--- src/rtl/spiCmdPkg.sv ---
`default_nettype none

// serial side definitions: opcodes, sequencer states, byte transport

package spiCmdPkg;

   // one byte as it travels on the serial line
   typedef logic [7:0] spiByteT;

   // instruction set kept from the full part
   typedef enum logic [7:0]
   {
      opWrsr  = 8'h01,
      opWrite = 8'h02,
      opRead  = 8'h03,
      opWrdi  = 8'h04,
      opRdsr  = 8'h05,
      opWren  = 8'h06,
      opRdid  = 8'h9F
   } opcodeT;

   typedef enum logic [3:0]
   {
      idle,
      getOpcode,
      getAddrHigh,
      getAddrLow,
      writeData,
      readData,
      statusOut,
      statusIn,
      idOut,
      ignore
   } cmdStateT;

   // received byte, valid for a single system clock
   typedef struct packed
   {
      spiByteT data;
      logic    valid;
   } spiRxT;

   // device ID: continuation bytes, then three code bytes msb first
   localparam int          ID_CONT_BYTES = 6;
   localparam logic [23:0] ID_CODE       = 24'h2C_1A_08;
   localparam int          ID_LEN        = ID_CONT_BYTES + 3;

   // system clock cycles per sck period, at least
   localparam int SCK_MIN_DIV = 16;

endpackage

`default_nettype wire

--- src/rtl/spiFrontEnd.sv ---
`default_nettype none

module spiFrontEnd
   import spiCmdPkg::*;
(
   input  logic    CSB,
   input  logic    reset,
   input  logic    chipSelectN,
   input  logic    sck,
   input  logic    sdi,
   input  logic    txLoad,
   input  spiByteT txByte,
   output spiRxT   rxByte,
   output logic    deselect,
   output logic    sdo
);

   logic [1:0] csSync;
   logic [1:0] sckSync;
   logic [1:0] sdiSync;
   logic       sckPrev;
   logic       csPrev;
   logic       sckEdge;
   logic       sckRise;
   logic       sckFall;
   logic       selected;
   logic [2:0] bitCnt;
   logic       rxValid;
   spiByteT    rxShift;
   spiByteT    txShift;

   // -------------------------------------------------------------------
   // pin synchronizers and edge detect
   // -------------------------------------------------------------------

   always_ff @(posedge CSB)
   begin
      if (reset)
      begin
         csSync  <= 2'b11;
         sckSync <= 2'b00;
         csPrev  <= 1'b1;
         sckPrev <= 1'b0;
      end
      else
      begin
         csSync  <= {csSync[0], chipSelectN};
         sckSync <= {sckSync[0], sck};
         csPrev  <= csSync[1];
         sckPrev <= sckSync[1];
      end
   end

   // sdi goes through the same two stages so it lines up with sck
   always_ff @(posedge CSB)
   begin
      sdiSync <= {sdiSync[0], sdi};
   end

   assign selected = ~csSync[1];
   assign sckEdge  = sckSync[1] ^ sckPrev;
   assign sckRise  = sckEdge & sckSync[1];
   assign sckFall  = sckEdge & ~sckSync[1];

   // -------------------------------------------------------------------
   // receive path
   // -------------------------------------------------------------------

   always_ff @(posedge CSB)
   begin
      if (reset)
      begin
         bitCnt   <= '0;
         rxValid  <= 1'b0;
         deselect <= 1'b0;
      end
      else
      begin
         rxValid  <= 1'b0;
         deselect <= csSync[1] & ~csPrev;
         if (!selected)
            bitCnt <= '0;
         else if (sckRise)
         begin
            bitCnt <= bitCnt + 3'd1;
            // eighth bit completes the byte
            if (bitCnt == 3'd7)
               rxValid <= 1'b1;
         end
      end
   end

   // msb arrives first
   always_ff @(posedge CSB)
   begin
      if (selected && sckRise)
         rxShift <= {rxShift[6:0], sdiSync[1]};
   end

   // shifter stays put for a whole sck period after the last bit
   assign rxByte = '{data: rxShift, valid: rxValid};

   // -------------------------------------------------------------------
   // transmit path
   // -------------------------------------------------------------------

   always_ff @(posedge CSB)
   begin
      if (reset)
      begin
         txShift <= '0;
         sdo     <= 1'b0;
      end
      else if (!selected)
      begin
         txShift <= '0;
         sdo     <= 1'b0;
      end
      else if (txLoad)
         txShift <= txByte;
      else if (sckFall)
      begin
         sdo     <= txShift[7];
         // zeros fill in behind, so an unloaded byte reads as 00
         txShift <= {txShift[6:0], 1'b0};
      end
   end

   // half period of sck must cover the load latency of the sequencer
   sckEdgeSpacing: assert property (@(posedge CSB) disable iff (reset)
      sckEdge |=> !sckEdge [*(SCK_MIN_DIV / 2 - 1)])
      else $error("sck edges closer than %0d system clocks", SCK_MIN_DIV / 2);

endmodule

`default_nettype wire

--- config.mk ---
export PLATFORM = sky130hd
export DESIGN_NAME = spiFrontEnd
export DESIGN_NICKNAME = d
export VERILOG_FILES = /design/src/rtl/spiCmdPkg.sv /design/src/rtl/spiFrontEnd.sv
export SDC_FILE = /design/constraint.sdc
export NUM_CORES = 1
export LEC_CHECK = 0
export BUFFER_PORTS_ARGS = -buffer_cell sky130_fd_sc_hd__buf_2
export CELL_PAD_IN_SITES_DETAIL_PLACEMENT = 0
export CELL_PAD_IN_SITES_GLOBAL_PLACEMENT = 2
export CORE_UTILIZATION = 35
export DETAILED_ROUTE_END_ITERATION = 10
export HOLD_SLACK_MARGIN = 0.06
export PLACE_DENSITY = 0.81
export SYNTH_ARGS = -nofsm -noshare
export SYNTH_HDL_FRONTEND = slang
export SYNTH_SLANG_ARGS = --single-unit
--- constraint.sdc ---
create_clock -name CSB -period 3.8 [get_ports CSB]
set_input_delay 0.19 -clock CSB [delete_from_list [all_inputs] [get_ports CSB]]
set_output_delay 0.19 -clock CSB [all_outputs]
set_load 0.005 [all_outputs]
==> results.md, run 1 <==
* Total of hold buffers inserted after clock tree synthesis at 3
* Via count of the first global-routing pass at around 660
* Area enclosed by the die boundary at roughly 3200 um^2
* Count of nets after finishing at 136
* Total Routed Length at ~1700 um
* Antenna diode count at 0
* Total setup violations reported at the end of the flow at 0
* Number of antenna-violating nets in the routed design at 0
* Overall die height at 56.83 um
* Detailed-route via count at around 720
* Class of the most critical setup path: reg2reg
* Share of the synthesized area in the top cell type at a little over two fifths
* Number of violations of the max-capacitance limit at 0
* Portion of total power attributed to sequential cells at about half
* Hold Slack at between 100 and 150 ps
* Count of mapped cells out of synthesis at 91
* Count of final max-slew check failures at 0
* Ratio of cells with drive above 1 in the final layout at between 20% and 30%
* Worst min path class: in2reg
* Largest net degree at the start of global routing at 16
* Portion of the clock cycle consumed by the worst path in the final layout at 45.30%
* Synth Net Count at around 110
* Failing checks: design-rule violations
* Reg2reg end: rxShift[4]
* Commonest cells after routing, fill and taps aside: 24 x buf_2, 22 x dfxtp_1, 13 x nand2_1
* Number of port buffers at 24
* Static leakage at around 0.5 nW
* Clock root buffer: clkbuf_4
* Post-Syn Area per Cell at 11.56 um^2
* Data arrival time at the worst-slack endpoint at ~1700 ps
* Number of fill cells in the layout at roughly 270
* Post-synthesis sequential element count at 30
* Max-Slew Margin vs Limit at 54.97%
* Core area at approximately 2800 um^2
* Launch instance of the worst register-to-register path: sckSync[1]
* Worst supply voltage drop on vdd at ~0.27 mV
* Initial standard-cell utilization of the core at between 30 and 40%
* Worst Clk Skew at about 13 ps
* Detailed router's first-iteration violation count at 23
* Worst reg-to-reg setup slack at 2080 ps
* Overall Global Routing Usage at 12.20%
* # Post-CTS Setup Buffers at 0
* Number of antenna violations at the first check in global routing at 0
* Startpoint types: flip-flop
* Clock insertion delay at the later pin of the skew report at around 320 ps
* Clk pin slew, worst setup/hold paths at 100 ps
* Run status: finished with violations
* Terminating pin of the worst hold path: txShift[0]
* Setup repair after global routing missed its margin: false
* Via count normalized by instance count at between 4 and 5
* Worst hold path depth at 3
* Clock Sinks at 30
* Total negative setup slack at 0 ps
* Endpoint kind of the worst setup timing path: flip-flop
* Horiz. Die Dim at ~57 um
* Share of total power in combinational logic at between 3 and 4%
* Cell type with the highest aggregate area in the netlist: dfxtp_1
* Synthesis-to-finish area growth at 24.26%
* Sequential fraction of the synthesis area at between 60% and 70%
* Fmax achieved at 0.5809 GHz
* CP required at roughly 3800 ps
* Resized Gates After CTS at 0
* Multi-input combinational cell area at between 300 and 400 um^2
* Top Ports at 25
* Final number of hold-violating endpoints at 0
* Netlist area before placement at roughly 1100 um^2
* Worst-Margin Slew at between 600 and 700 ps
* Distinct cells, synth at 24
* Clock group share of total power at a little under half
* Max Root-Sink Buffers at 2
* Mean routed wirelength per cell at 11.24 um
* Clock H-tree levels at 2
* Power Density at ~520 nW/um^2
* Total grt overflow at 0
* Largest cells by area after synthesis: dfxtp_1 42%, edfxtp_1 23%, nand2_1 4.6%
* Commonest non-fill, non-tap cell in the layout: buf_2
* Residual DRC at 1
* CTS tree: done
* Worst Reg2Reg Path Length in Cells at 2
* Drt pass-1 iters at 7
* Post-route minimum period at between 1500 and 2000 ps
* First-pass GRT wire length at approximately 2800 um
* Origin of the worst min-delay path: txByte[0]
* Highest fanout seen on the critical path at 8
* GP Congestion at 0.6556
* Total design power at about 700 uW
* Net switching power of the design at about 120 uW
* Fraction of power spent switching nets at 17.50%
* Final HPWL from detailed placement at approximately 1200 um
* Register cell area after layout at 680.7 um^2
* Num CTS Buffers at 5
* Pint at about 570 uW
* Total of warnings raised by yosys at 0
* Cell row count at 19
## kinds of logic after synthesis
group | share of synthesized area [%]
compound gates | 9.512
xor+xnor | 0.8325
fa+ha+maj | 2.378
buf+inv | 4.993
flops | 64.68
mux | 1.903
simple gates | 15.70
## flip-flops by register name (all words and copies together), names as in the netlist
signal	count
bitCnt	3
csPrev	1
csSync	2
deselect	1
rxShift	8
rxValid	1
sckPrev	1
sckSync	2
sdiSync	2
sdo	1
txShift	8
## power by group through the flow
| stage | clock network [mW] | logic, mW | registers [mW] |
|---|---|---|---|
| after floorplan | 0 | 0.0125 | 0.341 |
| after global placement | 0 | 0.0202 | 0.341 |
| after detailed placement | 0 | 0.0205 | 0.342 |
| after CTS | 0.340 | 0.0229 | 0.334 |
| after global routing | 0.355 | 0.0257 | 0.335 |
| final | 0.330 | 0.0225 | 0.334 |
## layer usage
layer  global-route usage (%)  vias to the layer above  wire [um]
met2                    19.39                       24        786
li1                         -                      372          -
met5                        0                        -          0
met3                    5.069                        5        118
met4                    8.362                        0         34
met1                    13.14                      315        769
## cell type report
type                       count  share of cell area, %
tap                           31                  2.967
sequential                    30                  52.06
multi-input combinational     54                  24.40
clock inverter                 2                  4.593
clock buffer                   6                  3.923
timing repair buffer          27                  11.48
inverter                       2                 0.5742
## worst max-delay path by stage
stage | to | from | cells past startpoint
3_5_place_dp | rxShift[5] | sckSync[1] | 2
2_1_floorplan | rxShift[0] | sckSync[1] | 3
6_report | rxShift[4] | sckSync[1] | 2
3_3_place_gp | rxShift[7] | sckSync[1] | 2
5_1_grt | rxShift[4] | sckSync[1] | 2
4_1_cts | rxShift[7] | sckSync[1] | 2
## worst max-delay path, cell delays in order, from the launching register on
cell     delay (ps)
dfxtp_1         370
nor2b_1         380
nor2b_1         620
## per-stage QoR
stage	worst slack, ps	cell area, um^2	cells	utilization (%)
floorplan	2415	1052	91	-
global placement	2178	1166	141	41.57
detailed placement	2085	1166	141	41.57
CTS	2063	1308	152	46.61
global route	1957	1308	152	46.61
finish	2079	1308	152	46.61
## cell usage after synthesis, drive strengths merged
master,n
dfxtp,22
nand2,13
edfxtp,8
o21ai,8
a31oi,6
nor2b,6
buf,5
nor2,5
a21oi,2
ha,2
inv,2
mux2i,2
nand3,2
or2,2
a211oi,1
and3,1
nand2b,1
nor3,1
nor3b,1
xnor2,1
Note: power is estimated with default switching activity, not from simulation.
==> inputs of run 2 (changes only) <==
Settings changed: CORE_UTILIZATION 35 to 32, PLACE_DENSITY 0.81 to 0.75.
Clock period 3.8 ns to 1.7 ns, I/O delays scaled along.
==> results.md, run 2 (same netlist as run 1, synthesis figures left out) <==
* Fmax achieved at 0.8462 GHz
* Setup repair after global routing missed its margin: false
* Portion of the clock cycle consumed by the worst path in the final layout at slightly below 70%
* Max Root-Sink Buffers at 2 (unchanged)
* Number of antenna-violating nets in the routed design at 0 (unchanged)
* Met2 GRT Util at 19.90% (+0.52 points)
* CTS tree: done
* Ratio of cells with drive above 1 in the final layout at 27.48% (-2.3 points)
* Worst Clk Skew at 8.424 ps (-4.105 ps)
* Final core area utilization at 44.39% (-2.2 points)
* Drt pass-1 iters at 4 (-3)
* Total grt overflow at 0 (unchanged)
* Endpoint kind of the worst setup timing path: flip-flop
* Worst supply voltage drop on vdd at 0.5842 mV (+110%)
* Number of violations of the max-capacitance limit at 0 (unchanged)
* Static leakage at 0.5286 nW (+3.6%)
* Met1 usage in global routing at 13.20% (+0.066 points)
* Clock root buffer: clkbuf_4
* Top Usage Layer GRT: met2
* Total Routed Length at 1831 um (+7.2%)
* Clock insertion delay at the later pin of the skew report at 320 ps (about the same)
* Core area at 3078 um^2 (+9.7%)
* Number of antenna violations at the first check in global routing at 0 (unchanged)
* Top Ports at 25 (unchanged)
* Resized Gates After CTS at 0 (unchanged)
* Post-route minimum period at ~1200 ps
* Via count normalized by instance count at 4.377 (-7.1%)
* Antenna diode count at 0 (unchanged)
* Total negative setup slack at 0 ps (unchanged)
* Count of nets after finishing at 146 (+7.4%)
* Clock H-tree levels at 2 (unchanged)
* Count of final max-slew check failures at 0 (unchanged)
* Data arrival time at the worst-slack endpoint at 1390 ps (-290 ps)
* First-pass GRT wire length at 3056 um (+7.5%)
* Clk pin slew, worst setup/hold paths at 80 ps (-20 ps)
* Total design power at 1.243 mW (+81%)
* Most common cell on crit path: dlygate4sd3_1
* Run status: complete, no violations
* Total setup violations reported at the end of the flow at 0 (unchanged)
* Startpoint types: input port
* Clock Sinks at 30 (unchanged)
* Initial standard-cell utilization of the core at 34.19% (-3.3 points)
* Final number of hold-violating endpoints at 0 (unchanged)
* Worst-Margin Slew at 430.5 ps (-243.5 ps)
* Class of the most critical setup path: in2reg
* Via count of the first global-routing pass at 762 (+15%)
* Synthesis-to-finish area growth at 29.85%
* Commonest non-fill, non-tap cell in the layout: buf_2
* Max-Slew Margin vs Limit at 71.24% (+16 points)
* Overall die height at 59.35 um (+4.4%)
* Num CTS Buffers at 5 (unchanged)
* Crit path largest cell delay at 540 ps (-80 ps)
* Number of port buffers at 24 (unchanged)
* Detailed-route via count at 766 (+7.0%)
* Cell type of the slowest stage on the worst timing path: dlygate4sd3_1
* Worst min path class: in2reg
* Mean routed wirelength per cell at 10.46 um (-6.9%)
* Cell-by-cell listing of the critical path: dlygate4sd3_1 -> buf_2 -> nor2b_1 -> dlygate4sd3_1
* Global routing usage on met3 at 4.803% (-0.27 points)
* Final HPWL from detailed placement at 1179 um (-1.1%)
* Area enclosed by the die boundary at 3522 um^2 (+9.0%)
* Largest net degree at the start of global routing at 16 (unchanged)
* Overall Global Routing Usage at 12.42% (+0.23 points)
* Final non-filler cell area at 1366 um^2 (+4.5%)
* Hold Slack at 88.24 ps (-35.39 ps)
* Residual DRC at 0 (-1)
* Post-placement cell area at 1197 um^2 (+2.7%)
* Cell row count at 20 (+1)
* Horiz. Die Dim at 59.35 um (+4.4%)
* GP Congestion at 0.7433 (+13%)
* Detailed router's first-iteration violation count at 27 (+17%)
* CP required at 1910 ps (-1850 ps)
* Commonest cells after routing, fill and taps aside: 24 x buf_2, 22 x dfxtp_1, 13 x nand2_1
* Highest fanout seen on the critical path at 7 (-1)
* Largest registers in the final layout: rxShift: 8 flops, txShift: 8 flops, bitCnt: 3 flops
* Power Density at 909.6 nW/um^2 (+73%)
## run 2: cell types whose count changed in the layout (fill, tap and decap cells not counted), sizes merged
cell and change:
bufinv -2, buf +2, dlygate4sd3 +8, clkbuf +2
## run 2: final cells by class
class,instances,area (um^2)
clock buffer,8,58.81
fill,315,1712
inverter,2,7.507
multi-input combinational,54,319.1
sequential,30,680.7
tap,44,55.05
timing repair buffer,37,245.2
## run 2: through the flow
step           setup WS [ps]  std cells
5_1_grt                399.3        175
3_3_place_gp           525.9        156
2_1_floorplan          315.0         91
6_report               518.2        175
4_1_cts                510.0        175
3_5_place_dp           521.7        156
## run 2: where the power goes
group / switching [mW] / internal, mW / total (mW)
clock: 0.225 / 0.204 / 0.429
combinational: 0.0281 / 0.0386 / 0.0667
sequential: 0.00519 / 0.742 / 0.747
## run 2: repair_timing
action / CTS / global route
setup buffers: 0 / 0
hold buffers: 11 / 0
hold endpoints to repair: 11 / 0
## run 2: worst max-delay path: cells and delay by family
kind	cells	cell delay, ps
buffers and inverters	3	1250
AND/OR/NAND/NOR	1	60
## run 2: path summary, 6_finish.rpt
path	startpoint	endpoint	slack, ps	cells after the start
worst max-delay path	reset	sckSync[0]	520	4
worst min register to register	sdiSync[0]	sdiSync[1]	330	0
worst max register to register	sckSync[1]	rxShift[0]	530	3
worst min-delay path	txByte[3]	txShift[3]	90	3
## run 2: metal layers
layer	wire length (um)	vias up
met4	50	0
met5	0	-
met2	880	19
met3	91	8
met1	809	352
li1	-	387
