## config.mk

```make
export PLATFORM = sky130hd
export DESIGN_NAME = cmdSequencer
export DESIGN_NICKNAME = d
export VERILOG_FILES = /design/src/rtl/spiCmdPkg.sv /design/src/rtl/memMapPkg.sv /design/src/rtl/cmdSequencer.sv
export SDC_FILE = /design/constraint.sdc
export NUM_CORES = 1
export LEC_CHECK = 0
export BUFFER_PORTS_ARGS = -buffer_cell sky130_fd_sc_hd__buf_2
export CAP_MARGIN = 25
export CORE_MARGIN = 3
export CORE_UTILIZATION = 30
export CTS_CLUSTER_SIZE = 14
export DETAILED_ROUTE_END_ITERATION = 8
export HOLD_SLACK_MARGIN = 0.12
export PLACE_DENSITY_LB_ADDON = 0.25
export SYNTH_ARGS = -nofsm -noshare
export SYNTH_HDL_FRONTEND = slang
export SYNTH_SLANG_ARGS = --single-unit
```

## constraint.sdc

```tcl
create_clock -name CSB -period 7.37 [get_ports CSB]
set_clock_uncertainty 0.05 [all_clocks]
set_input_delay 1.1055 -clock CSB [delete_from_list [all_inputs] [get_ports CSB]]
set_output_delay 1.1055 -clock CSB [all_outputs]
set_load 0.01 [all_outputs]
```

## src/rtl/spiCmdPkg.sv

```systemverilog
`default_nettype none

// serial side definitions: opcodes, sequencer states, byte transport

package spiCmdPkg;

   // one byte as it travels on the serial line
   typedef logic [7:0] spiByteT;

   // instruction set kept from the full part
   typedef enum logic [7:0]
   {
      opWrsr  = 8'h01,
      opWrite = 8'h02,
      opRead  = 8'h03,
      opWrdi  = 8'h04,
      opRdsr  = 8'h05,
      opWren  = 8'h06,
      opRdid  = 8'h9F
   } opcodeT;

   typedef enum logic [3:0]
   {
      idle,
      getOpcode,
      getAddrHigh,
      getAddrLow,
      writeData,
      readData,
      statusOut,
      statusIn,
      idOut,
      ignore
   } cmdStateT;

   // received byte, valid for a single system clock
   typedef struct packed
   {
      spiByteT data;
      logic    valid;
   } spiRxT;

   // device ID: continuation bytes, then three code bytes msb first
   localparam int          ID_CONT_BYTES = 6;
   localparam logic [23:0] ID_CODE       = 24'h2C_1A_08;
   localparam int          ID_LEN        = ID_CONT_BYTES + 3;

   // system clock cycles per sck period, at least
   localparam int SCK_MIN_DIV = 16;

endpackage

`default_nettype wire

```

## src/rtl/memMapPkg.sv

```systemverilog
`default_nettype none

// memory side definitions: array geometry, protection, status and requests

package memMapPkg;

   import spiCmdPkg::*;

   localparam int ADDR_BITS = 13;
   localparam int MEM_DEPTH = 1 << ADDR_BITS;

   typedef logic [ADDR_BITS-1:0] addrT;

   // protected regions always run up to the top address
   localparam addrT HALF_BASE    = addrT'(MEM_DEPTH / 2);
   localparam addrT QUARTER_BASE = addrT'(MEM_DEPTH - MEM_DEPTH / 4);

   // 00 none, 01 upper quarter, 10 upper half, 11 whole array
   typedef logic [1:0] bpT;

   // bit 7 and bits 6:4 read zero, bit 0 is the busy bit of an FRAM
   typedef struct packed
   {
      logic [3:0] rsvdHigh;
      bpT         bp;
      logic       wel;
      logic       rsvdLow;
   } statusRegT;

   typedef struct packed
   {
      logic    wrEn;
      logic    rdEn;
      addrT    addr;
      spiByteT data;
   } memReqT;

endpackage

`default_nettype wire

```

## src/rtl/cmdSequencer.sv

```systemverilog
`default_nettype none

module cmdSequencer
   import spiCmdPkg::*;
   import memMapPkg::*;
(
   input  logic      CSB,
   input  logic      reset,
   input  spiRxT     rxByte,
   input  logic      deselect,
   input  spiByteT   rdData,
   output logic      txLoad,
   output spiByteT   txByte,
   output memReqT    memReq,
   output statusRegT status
);

   cmdStateT   state;
   opcodeT     curOp;
   opcodeT     rxOp;
   addrT       addr;
   addrT       reqAddr;
   addrT       nextAddr;
   logic [3:0] idCnt;
   logic       rdPending;
   logic       rdStrobe;
   logic       wrStrobe;
   logic       loadReq;
   spiByteT    loadByte;

   // byte idx of the device ID stream
   function automatic spiByteT idByte(input logic [3:0] idx);
      spiByteT value;
      if (idx < ID_CONT_BYTES)
         value = 8'h7F;
      else
         value = ID_CODE[8 * (ID_LEN - 1 - idx) +: 8];
      return value;
   endfunction

   // -------------------------------------------------------------------
   // memory requests
   // -------------------------------------------------------------------

   assign rxOp = opcodeT'(rxByte.data);

   // during the low address byte the full address is not yet registered
   assign reqAddr  = (state == getAddrLow) ? {addr[ADDR_BITS-1:8], rxByte.data} : addr;
   assign nextAddr = (reqAddr == addrT'(MEM_DEPTH - 1)) ? '0 : reqAddr + 1'b1;

   assign rdStrobe = rxByte.valid
                     && ((state == getAddrLow && curOp == opRead) || state == readData);
   assign wrStrobe = rxByte.valid && state == writeData;

   assign memReq = '{wrEn: wrStrobe, rdEn: rdStrobe, addr: reqAddr, data: rxByte.data};

   // -------------------------------------------------------------------
   // transmit byte selection
   // -------------------------------------------------------------------

   always_comb
   begin
      loadReq  = 1'b0;
      loadByte = rdData;
      // array data comes back one cycle after the read strobe
      if (rdPending)
         loadReq = 1'b1;
      else if (rxByte.valid)
      begin
         if ((state == getOpcode && rxOp == opRdsr) || state == statusOut)
         begin
            loadReq  = 1'b1;
            loadByte = status;
         end
         else if (state == getOpcode && rxOp == opRdid)
         begin
            loadReq  = 1'b1;
            loadByte = idByte(4'd0);
         end
         else if (state == idOut)
         begin
            loadReq  = 1'b1;
            loadByte = idByte(idCnt);
         end
      end
   end

   always_ff @(posedge CSB)
   begin
      if (loadReq)
         txByte <= loadByte;
   end

   // -------------------------------------------------------------------
   // command FSM
   // -------------------------------------------------------------------

   always_ff @(posedge CSB)
   begin
      if (reset)
      begin
         state     <= getOpcode;
         curOp     <= opWrdi;
         addr      <= '0;
         idCnt     <= '0;
         status    <= '0;
         txLoad    <= 1'b0;
         rdPending <= 1'b0;
      end
      else
      begin
         txLoad    <= loadReq;
         rdPending <= rdStrobe;
         if (deselect)
         begin
            state <= getOpcode;
            // a finished write command drops the latch
            if (curOp == opWrsr || curOp == opWrite)
               status.wel <= 1'b0;
         end
         else if (rxByte.valid)
         begin
            case (state)
               getOpcode:
               begin
                  curOp <= rxOp;
                  case (rxOp)
                     opWren:
                     begin
                        status.wel <= 1'b1;
                        state      <= idle;
                     end
                     opWrdi:
                     begin
                        status.wel <= 1'b0;
                        state      <= idle;
                     end
                     opRdsr:
                        state <= statusOut;
                     opRead:
                        state <= getAddrHigh;
                     opRdid:
                     begin
                        idCnt <= 4'd1;
                        state <= idOut;
                     end
                     // write commands need the latch up front
                     opWrsr:
                        if (status.wel)
                           state <= statusIn;
                        else
                           state <= ignore;
                     opWrite:
                        if (status.wel)
                           state <= getAddrHigh;
                        else
                           state <= ignore;
                     default:
                        state <= ignore;
                  endcase
               end
               getAddrHigh:
               begin
                  addr[ADDR_BITS-1:8] <= rxByte.data[ADDR_BITS-9:0];
                  state               <= getAddrLow;
               end
               getAddrLow:
               begin
                  // a read is already under way for this address
                  if (curOp == opRead)
                  begin
                     addr  <= nextAddr;
                     state <= readData;
                  end
                  else
                  begin
                     addr  <= reqAddr;
                     state <= writeData;
                  end
               end
               readData, writeData:
                  addr <= nextAddr;
               statusIn:
               begin
                  status.bp <= rxByte.data[3:2];
                  state     <= idle;
               end
               idOut:
                  if (idCnt < ID_LEN - 1)
                     idCnt <= idCnt + 4'd1;
               default:
               begin
                  // idle, ignore and statusOut hold until deselect
               end
            endcase
         end
      end
   end

   // the latch was checked at the opcode and cannot drop before deselect
   writeNeedsWel: assert property (@(posedge CSB) disable iff (reset)
      memReq.wrEn |-> status.wel)
      else $error("memory write with write-enable latch clear");

endmodule

`default_nettype wire

```

==> results of run 1 <==
-- critical path, stage by stage (launching register included) --
cell	delay [ns]
sky130_fd_sc_hd__dfxtp_1	0.59
sky130_fd_sc_hd__nand4bb_1	0.68
sky130_fd_sc_hd__o21ai_0	0.62
sky130_fd_sc_hd__buf_2	0.23
-- registers in the layout, summed over array words and instances (netlist names) --
| signal | flops |
|---|---|
| idCnt | 4 |
| txByte | 8 |
| state | 4 |
| rdPending | 1 |
| txLoad | 1 |
| curOp | 8 |
| addr | 13 |
| status | 3 |
-- layer usage --
layer | routed length [um] | share of wire [%] | GRT usage, % | up-vias
met5 | 0 | 0 | 0 | -
met4 | 85 | 1.1 | 3.419 | 0
met3 | 377 | 4.8 | 2.731 | 8
met2 | 3500 | 45 | 22.19 | 61
met1 | 3859 | 49 | 20.35 | 1229
li1 | - | - | - | 1349
-- where the power goes --
part	switching, W	internal (W)	leakage, nW	total (W)
Sequential	0.00000460	0.000238	0.347	0.000243
Combinational	0.0000421	0.0000221	0.876	0.0000642
Clock	0.0000888	0.000101	0.0514	0.000190
Total	0.000136	0.000361	1.27	0.000497
-- through the flow --
step | cell area, um2 | setup slack [ns]
floorplan | 2894 | 3.978
global placement | 3109 | 3.963
global route | 3219 | 3.437
detailed placement | 3109 | 3.860
finish | 3219 | 3.779
CTS | 3219 | 3.785
-- cell families after synthesis --
family | Yosys count
AND/OR/NAND/NOR | 158
AO/OA/AOI/OAI | 88
buffers and inverters | 48
flip-flops | 42
multiplexers | 13
XOR/XNOR | 10
adder cells (fa/ha/maj) | 3
other | 1
-- placed cells by master, fill, tap and decap left out, types with 5 or more instances in the layout --
master                     instances
sky130_fd_sc_hd__nor2_1           33
sky130_fd_sc_hd__nor2b_1           6
sky130_fd_sc_hd__edfxtp_1          8
sky130_fd_sc_hd__nand3_1          16
sky130_fd_sc_hd__inv_1            12
sky130_fd_sc_hd__xnor2_1           6
sky130_fd_sc_hd__a211oi_1          5
sky130_fd_sc_hd__a22o_1            5
sky130_fd_sc_hd__nand2_1          49
sky130_fd_sc_hd__clkbuf_8          5
sky130_fd_sc_hd__o21ai_0          21
sky130_fd_sc_hd__buf_2            54
sky130_fd_sc_hd__conb_1            5
sky130_fd_sc_hd__a31oi_1          10
sky130_fd_sc_hd__a21oi_1          14
sky130_fd_sc_hd__nand2b_1          7
sky130_fd_sc_hd__nand4_1           7
sky130_fd_sc_hd__dfxtp_1          34
sky130_fd_sc_hd__nor3_1           10
sky130_fd_sc_hd__mux2i_1          10
sky130_fd_sc_hd__nor3b_1           5
sky130_fd_sc_hd__o21ai_1           5
-- worst max-delay path by stage --
stage | slack, ns | depth (start not counted) | endpoint
after floorplan | 3.98 | 10 | addr[11]
after global placement | 3.96 | 9 | addr[11]
after global routing | 3.44 | 9 | addr[11]
after detailed placement | 3.86 | 9 | addr[11]
after CTS | 3.78 | 3 | memReq[9]
final | 3.78 | 3 | memReq[9]
-- final cells by class --
type                       instances  area, um2  area share, %
clock buffer                       6      72.57          2.254
clock inverter                     2      37.54          1.166
inverter                          12      45.04          1.399
multi-input combinational        277       1712          53.17
sequential                        42      920.9          28.60
tap                              129      161.4          5.014
timing repair buffer              54      270.3          8.395
==> impl_metrics.yaml, run 1 <==
status:
  outcome: "finished clean"
cells_and_area:
  syn_to_final_growth_pct: 11.82
  drive_above_1_share_pct: 19.34
  postLayoutCoreUtil_pct: 34.68
  final.fill_count: 992
  antennaDiodeCount: 0
  nets: 415
  instances_no_fill: 522
yosys:
  yosys-top-cells-count: "sky130_fd_sc_hd__nand2_1 (49), sky130_fd_sc_hd__dfxtp_1 (34), sky130_fd_sc_hd__nor2_1 (33), sky130_fd_sc_hd__o21ai_0 (21), sky130_fd_sc_hd__buf_4 (20)"
  post_synth_mux_area_share_pct: 4.650
  post-synth-top-area-cell: "sky130_fd_sc_hd__dfxtp_1"
  synth_top_area_share_pct: 23.64
  ys_async_sr_fraction_pct: 0
  mean_post_synth_cell_area_um2: 7.931
  synth_cells: 363
  synth_compound_area_share_pct: 21.25
  synthTopCellsByArea: "sky130_fd_sc_hd__dfxtp_1 (24%), sky130_fd_sc_hd__edfxtp_1 (8.3%), sky130_fd_sc_hd__nand2_1 (6.4%)"
  fraction_of_the_mapped_netlist_area_in_simple_logic_gates_pct: 28.55
  yosys_warnings: 0
  syn-cell-area_um2: 2879
  synth-main-ff-cell: "sky130_fd_sc_hd__dfxtp_1"
  fraction_of_the_mapped_netlist_area_in_adder_cells_pct: 1.304
  synth_enable_flop_cells: 8
  synth-xor-area-share_pct: 3.042
  synth_cell_types: 59
  ffs_latches_synth: 42
  synth.yosys.seq_area_share_pct: 31.99
  synth_top_family_by_area: "simple AND/OR/NAND/NOR gates"
  yosys.cell_count.top_type: "sky130_fd_sc_hd__nand2_1"
timing:
  hold_violations: 0
  timing.final.crit_period_ns: 3.591
  timing_worst_slew_pin_value_ns: 0.7606
  setup_repair_after_global_routing_missed_its_margin: "no"
  hold_ws_ns: 0.4399
  final-max-slew-violation-count: 0
  slew_headroom_pct: 49.00
  finalSetupViolations: 0
  timing.final.crit_share_pct: 48.72
  final_layout_setup_total_negative_slack_ns: 0
  max_freq_mhz: 278.5
routing:
  drc: 0
  drt_pass1_iterations: 4
  detail_route.iter0.violations: 123
  via_count: 2647
  wl_mm: 7.823
  routedWlPerCell_um: 14.99
  post_drt_via_cell_ratio: 5.071
  ant_nets: 0
worst_setup_path:
  r2r-start: "state[1]"
  critical_path.reg2reg.endpoint: "addr[11]"
  reg2regPathDepth: 9
  regToRegSetupSlack_ns: 3.80
  worst_setup_path_startpoint: "state[1]"
  required_ns: 6.21
  startpoint_type: "register"
  timing.critical_path.to_type: "output port"
  worst_setup_path_category: "reg -> out"
  critical_path_peak_fanout: 19
  arrival_ns: 2.44
pwr:
  vdd_ir_drop_max_mv: 0.08639
  pwr_density_cell_nw_per_um2: 154.3
  total_power_w: 0.0004969
  cellLeakagePower_nw: 1.275
placed_design:
  globalplace.congestion: 0.8554
  dp_hpwl_mm: 5.866
  placed_cells_incl_taps: 514
  io_buffers: 54
floorplanning:
  die_width_um: 104.0
  die_area_um2: 10810
  die_h_um: 104.0
  core_footprint_um2: 9284
  placement_rows: 35
  initial_core_utilization_pct: 31.01
  pin_count: 60
global_route:
  overflow: 0
  groute.usage.overall_pct: 14.27
  antenna_found_initial: 0
  grt_pass1_wl_mm: 12.83
  grt_max_degree: 25
  number_of_global_route_vias_before_repair: 2414
clock_network:
  cts.repair.resized: 0
  ctsHtreeMaxLevel: 2
  cts_tree: "done"
  clock_insertion_delay_at_the_later_pin_of_the_skew_report_ns: 0.31
  cts_root_buffer: "sky130_fd_sc_hd__clkbuf_8"
  post-cts-setup-buffers: 0
  clkTransAtPathRegs_ns: 0.10
  cts_sinks: 42
  holdBufCountCts: 0
  cts_inserted_buffers: 5
  clock_tree.buffer_depth: 2
worst_hold_path:
  hold_path_end: "addr[0]"
  hold_path.startpoint: "addr[0]"
  worstHoldPathCells: 2
  hold_path_class: "reg -> reg"
run:
  cap_viol_max_count: 0
Power figures use the tool's default switching activity.
==> run 2, diff against run 1 <==
clock period = 3.1 ns   (was 7.37 ns; I/O delays follow)
==> impl_metrics.yaml, run 2 (same netlist as run 1, synthesis figures left out) <==
status:
  outcome: "finished clean"
cells_and_area:
  final.fill_count: 993
  largest-register: "addr"
  largestRegisters: "addr: 13 flops, curOp: 8 flops, txByte: 8 flops"
  antennaDiodeCount: 0
  mostFrequentLayoutCells: "sky130_fd_sc_hd__buf_2 (54), sky130_fd_sc_hd__nand2_1 (49), sky130_fd_sc_hd__dfxtp_1 (34)"
  nets: 424
  syn_to_final_growth_pct: 13.17
  drive_above_1_share_pct: 20.90
  flip_flop_count_of_the_largest_register_all_copies_and_words_added: 13
  instances_no_fill: 531
  postLayoutCoreUtil_pct: 35.09
  final_common_cell: "sky130_fd_sc_hd__buf_2"
global_route:
  overflow: 0
  grt_pass1_wl_mm: 13.24
  antenna_found_initial: 0
  groute.usage.overall_pct: 14.75
  number_of_global_route_vias_before_repair: 2557
  grt_max_degree: 24
pwr:
  p_sw_share_pct: 28.18
  seqPwrFrac_pct: 53.0
  power.share.combinational_pct: 15.0
  p_sw_w: 0.0003059
  internal_power_w: 0.0007798
  vdd_ir_drop_max_mv: 0.1662
  pwr_density_cell_nw_per_um2: 333.2
  cellLeakagePower_nw: 1.310
  clock_power_share_pct: 32.0
worst_setup_path:
  timing.critical_path.slowest_stage_cell: "sky130_fd_sc_hd__dfxtp_1"
  critPathTopFamily: "compound AO/OA/AOI/OAI gates"
  crit_chain: "nand4bb_1 -> o21ai_1 -> ha_1 -> nand2_1 -> mux2_2 -> a2111oi_4 -> a21oi_1 -> a41oi_1 -> o31ai_1"
  reg2regPathDepth: 9
  r2r-start: "state[0]"
  timing.critical_path.to_type: "register"
  critical_path_peak_fanout: 11
  worst_setup_path_category: "reg -> reg"
  arrival_ns: 2.86
  regToRegSetupSlack_ns: 0.37
  cp_num_buf_inv: 0
  timing.critical_path.depth: 9
  critical_path.reg2reg.endpoint: "addr[11]"
  startpoint_type: "register"
  required_ns: 3.23
  worst_path_largest_cell_delay_ns: 0.55
timing:
  finalSetupViolations: 0
  timing.final.crit_period_ns: 2.726
  setup_repair_after_global_routing_missed_its_margin: "no"
  hold_ws_ns: 0.3835
  max_freq_mhz: 366.9
  final_layout_setup_total_negative_slack_ns: 0
  timing.final.crit_share_pct: 87.92
  slew_headroom_pct: 52.35
  timing_worst_slew_pin_value_ns: 0.7148
  hold_violations: 0
  final-max-slew-violation-count: 0
routing:
  routedWlPerCell_um: 15.03
  via_count: 2702
  ant_nets: 0
  drt_pass1_iterations: 4
  drc: 0
  wl_mm: 7.979
  detail_route.iter0.violations: 204
  post_drt_via_cell_ratio: 5.089
clock_network:
  clock_tree.buffer_depth: 2
  cts_tree: "done"
  cts_root_buffer: "sky130_fd_sc_hd__clkbuf_8"
  holdBufCountCts: 0
  cts_sinks: 42
  post-cts-setup-buffers: 0
  cts_inserted_buffers: 5
  ctsHtreeMaxLevel: 2
  cts.repair.resized: 0
  clkTransAtPathRegs_ns: 0.08
  clock_insertion_delay_at_the_later_pin_of_the_skew_report_ns: 0.30
floorplanning:
  core_footprint_um2: 9284
  initial_core_utilization_pct: 31.01
  pin_count: 60
  die_h_um: 104.0
  die_width_um: 104.0
  placement_rows: 35
  die_area_um2: 10810
worst_hold_path:
  hold_path_class: "in -> reg"
  hold_path.startpoint: "rdData[6]"
  hold_path_end: "txByte[6]"
  worstHoldPathCells: 3
placed_design:
  globalplace.congestion: 0.8492
  io_buffers: 54
  dp_hpwl_mm: 6.032
  placed_cells_incl_taps: 523
run:
  cap_viol_max_count: 0
-- run 2: cell types whose count changed in the layout (fill, tap and decap cells not counted), sizes merged --
cell / previous run / this run
buf: 54 / 63
clkinv: 0 / 2
bufinv: 1 / 0
clkinvlp: 1 / 0
-- run 2: worst register-to-register path: cells and delay by family (launching register included) --
family / cells / cell delay, ns
and+or+nand+nor: 2 / 0.37
muxes: 1 / 0.33
AOI/OAI and AO/OA: 5 / 1.04
adders and majority gates: 1 / 0.26
DFF: 1 / 0.55
-- run 2: routing by layer --
metal  GRT usage [%]  vias up  wire length, um
met1           21.05     1249             3708
met5               0        -                0
li1                -     1364                -
met4           4.748        0              155
met3           2.235       12              521
met2           22.79       77             3594
-- run 2: cell type report --
class	instances	area, um2	share of cell area, %
clock buffers	6	72.57	2.227
clock inverters	2	8.758	0.2688
inverters	12	45.04	1.382
multi-input cells	277	1712	52.53
flip-flops and latches	42	920.9	28.26
well taps	129	161.4	4.954
repair buffers	63	337.8	10.37
-- run 2: worst max-delay path by stage --
stage | end | slack (ns) | start
after floorplan | addr[11] | 0.35 | rxByte[2]
final | addr[11] | 0.37 | state[0]
after global placement | txByte[4] | 0.40 | rxByte[6]
after global routing | addr[11] | 0.09 | state[0]
after detailed placement | addr[11] | 0.32 | state[0]
after CTS | addr[11] | 0.31 | state[0]
-- run 2: power by group through the flow --
stage | Clock (W) | Sequential (W) | Combinational (W)
floorplan | 0 | 0.000584 | 0.000115
global placement | 0 | 0.000588 | 0.000162
detailed placement | 0 | 0.000588 | 0.000162
CTS | 0.000357 | 0.000575 | 0.000163
global route | 0.000379 | 0.000577 | 0.000181
finish | 0.000348 | 0.000575 | 0.000163
-- run 2: stage by stage --
| step | power, W | setup WS, ns | area [um2] |
|---|---|---|---|
| 2_1_floorplan | 0.0006987 | 0.3484 | 2894 |
| 3_3_place_gp | 0.0007493 | 0.3980 | 3177 |
| 3_5_place_dp | 0.0007498 | 0.3238 | 3177 |
| 4_1_cts | 0.001095 | 0.3102 | 3258 |
| 5_1_grt | 0.001137 | 0.09185 | 3258 |
| 6_report | 0.001086 | 0.3745 | 3258 |
==> run 3, diff against run 2 <==
ABC_AREA = 1   (was not set)
==> impl_metrics.yaml, run 3 <==
pwr:
  total_power_w: 0.001181
  pwr_density_cell_nw_per_um2: 342.1
  cellLeakagePower_nw: 1.559
  vdd_ir_drop_max_mv: 0.1660
timing:
  timing.final.crit_share_pct: 75.28
  final_layout_setup_total_negative_slack_ns: 0
  setup_repair_after_global_routing_missed_its_margin: "no"
  slew_headroom_pct: 55.74
  finalSetupViolations: 0
  timing_worst_slew_pin_value_ns: 0.6632
  final-max-slew-violation-count: 0
  finalWorstSetupSlack_ns: 0.7662
  hold_violations: 0
  max_freq_mhz: 428.5
  hold_ws_ns: 0.3624
  timing.final.crit_period_ns: 2.334
clock_network:
  cts_root_buffer: "sky130_fd_sc_hd__clkbuf_8"
  clock_tree.buffer_depth: 2
  cts.repair.resized: 0
  clkTransAtPathRegs_ns: 0.10
  cts_sinks: 42
  cts_tree: "done"
  ctsHtreeMaxLevel: 2
  post-cts-setup-buffers: 0
  cts_inserted_buffers: 5
  holdBufCountCts: 0
  clock_insertion_delay_at_the_later_pin_of_the_skew_report_ns: 0.31
routing:
  post_drt_via_cell_ratio: 4.683
  wl_mm: 8.520
  wl_met3_um: 360
  detail_route.wirelength.met1_mm: 3.988
  route.top_layer_used: "met4"
  drc: 0
  met2WireLength_mm: 4.048
  via_count: 2969
  ant_nets: 0
  detail_route.iter0.violations: 122
  drt_pass1_iterations: 4
  routedWlPerCell_um: 13.44
cells_and_area:
  flip_flop_count_of_the_largest_register_all_copies_and_words_added: 13
  instances_no_fill: 634
  nets: 523
  drive_above_1_share_pct: 22.16
  largest-register: "addr"
  syn_to_final_growth_pct: 10.85
  mostFrequentLayoutCells: "sky130_fd_sc_hd__nand2_1 (102), sky130_fd_sc_hd__nor2_1 (54), sky130_fd_sc_hd__buf_2 (54)"
  antennaDiodeCount: 0
  largestRegisters: "addr: 13 flops, curOp: 8 flops, txByte: 8 flops"
  final_common_cell: "sky130_fd_sc_hd__nand2_1"
yosys:
  synthTopCellsByArea: "sky130_fd_sc_hd__dfxtp_1 (22%), sky130_fd_sc_hd__nand2_1 (12%), sky130_fd_sc_hd__edfxtp_1 (7.7%)"
  synth.yosys.seq_area_share_pct: 29.57
  synth_cell_types: 44
  yosys_warnings: 0
  yosys.cell_count.top_type: "sky130_fd_sc_hd__nand2_1"
  synth_cells: 462
  ys_async_sr_fraction_pct: 0
  post-synth-top-area-cell: "sky130_fd_sc_hd__dfxtp_1"
  synth_enable_flop_cells: 8
  ffs_latches_synth: 42
  synth_top_area_share_pct: 21.86
  syn-cell-area_um2: 3114
  yosys-top-cells-count: "sky130_fd_sc_hd__nand2_1 (102), sky130_fd_sc_hd__nor2_1 (54), sky130_fd_sc_hd__inv_1 (51), sky130_fd_sc_hd__dfxtp_1 (34), sky130_fd_sc_hd__o21ai_0 (33)"
  mean_post_synth_cell_area_um2: 6.741
  synth-main-ff-cell: "sky130_fd_sc_hd__dfxtp_1"
global_route:
  antenna_found_initial: 0
  groute.usage.overall_pct: 15.06
  number_of_global_route_vias_before_repair: 2776
  grt_max_degree: 23
  overflow: 0
  grt_pass1_wl_mm: 13.90
worst_hold_path:
  worstHoldPathCells: 3
  hold_path.startpoint: "rdData[0]"
  hold_path_end: "txByte[0]"
  hold_path_class: "in -> reg"
placed_design:
  io_buffers: 54
  pre_cts_ws_ns: 0.7448
  globalplace.congestion: 0.9069
  dp_hpwl_mm: 6.831
  placed_cells_incl_taps: 626
floorplanning:
  core_footprint_um2: 9955
  pin_count: 60
  placement_rows: 36
  die_h_um: 107.9
  die_width_um: 107.9
  initial_core_utilization_pct: 31.28
  die_area_um2: 11640
worst_setup_path:
  timing.critical_path.to_type: "register"
  arrival_ns: 2.48
  reg2regPathDepth: 11
  required_ns: 3.25
  critical_path.reg2reg.endpoint: "addr[3]"
  r2r-start: "state[3]"
  critical_path_peak_fanout: 13
  startpoint_type: "register"
  worst_setup_path_category: "reg -> reg"
  regToRegSetupSlack_ns: 0.77
run:
  cap_viol_max_count: 0
status:
  outcome: "finished clean"
[run 3: changes by cell type after synthesis, sizes merged, moves of 7 or more]
cell / delta
mux2i: -10
nand2: +73
inv: +43
nor2: +33
clkbuf: -7
o21ai: +9
a21oi: +17
nand3: +21
nand2b: -7
[run 3: power by group]
part	internal (W)	switching, W	leakage, nW
sequential	0.000574	0.0000141	0.348
clock	0.000163	0.000228	0.0447
combinational	0.0000615	0.000141	1.17
total	0.000798	0.000383	1.56
[run 3: per-layer routing]
| layer | vias up | GRT usage (%) |
|---|---|---|
| li1 | 1552 | - |
| met1 | 1334 | 20.13 |
| met2 | 72 | 25.18 |
| met3 | 11 | 2.340 |
| met4 | 0 | 3.968 |
| met5 | - | 0 |
[run 3: cells by family (layout without fill, tap and decap cells)]
logic type      count (synthesis)  count (layout)  share of synthesized area, %
compound gates                 83              83                         14.58
xor+xnor                        4               4                         1.125
fa+ha+maj                       3               3                         1.205
buf+inv                        85             120                         13.82
flops                          42              42                         29.57
other cells                     1               5                        0.1204
simple gates                  244             244                         39.57
[run 3: worst max-delay path by stage]
stage,startpoint,end,slack [ns],depth (start not counted)
after CTS,state[3],addr[3],0.75,11
after floorplan,state[3],addr[8],1.21,13
after detailed placement,rxByte[1],txByte[3],0.74,9
after global placement,rxByte[1],txByte[4],0.77,10
final,state[3],addr[3],0.77,11
after global routing,state[3],addr[5],0.51,11
[run 3: critical path, cell delays in order (launching register included)]
cell and delay [ns]:
sky130_fd_sc_hd__dfxtp_1 0.41, sky130_fd_sc_hd__nor2_4 0.40, sky130_fd_sc_hd__nand3_2 0.20, sky130_fd_sc_hd__nand2_4 0.15, sky130_fd_sc_hd__ha_1 0.27, sky130_fd_sc_hd__nand2_2 0.11, sky130_fd_sc_hd__nor2_2 0.15, sky130_fd_sc_hd__nand2_2 0.09
sky130_fd_sc_hd__nor2_1 0.10, sky130_fd_sc_hd__nand3_1 0.12, sky130_fd_sc_hd__nand2_1 0.10, sky130_fd_sc_hd__a21oi_1 0.06
[run 3: area by class of cell]
class / count / area, um2
inverters: 58 / 222.7
clock buffers: 5 / 68.82
repair buffers: 54 / 270.3
well taps: 133 / 166.4
multi-input cells: 339 / 1778
flip-flops and latches: 42 / 920.9
fillers: 1098 / 6502
clock inverters: 3 / 25.02
[run 3: per-stage QoR]
stage / instance area [um2] / utilization, %
CTS: 3452 / 34.68
floorplan: 3129 / -
global placement: 3358 / 33.74
global route: 3452 / 34.68
detailed placement: 3358 / 33.74
finish: 3452 / 34.68
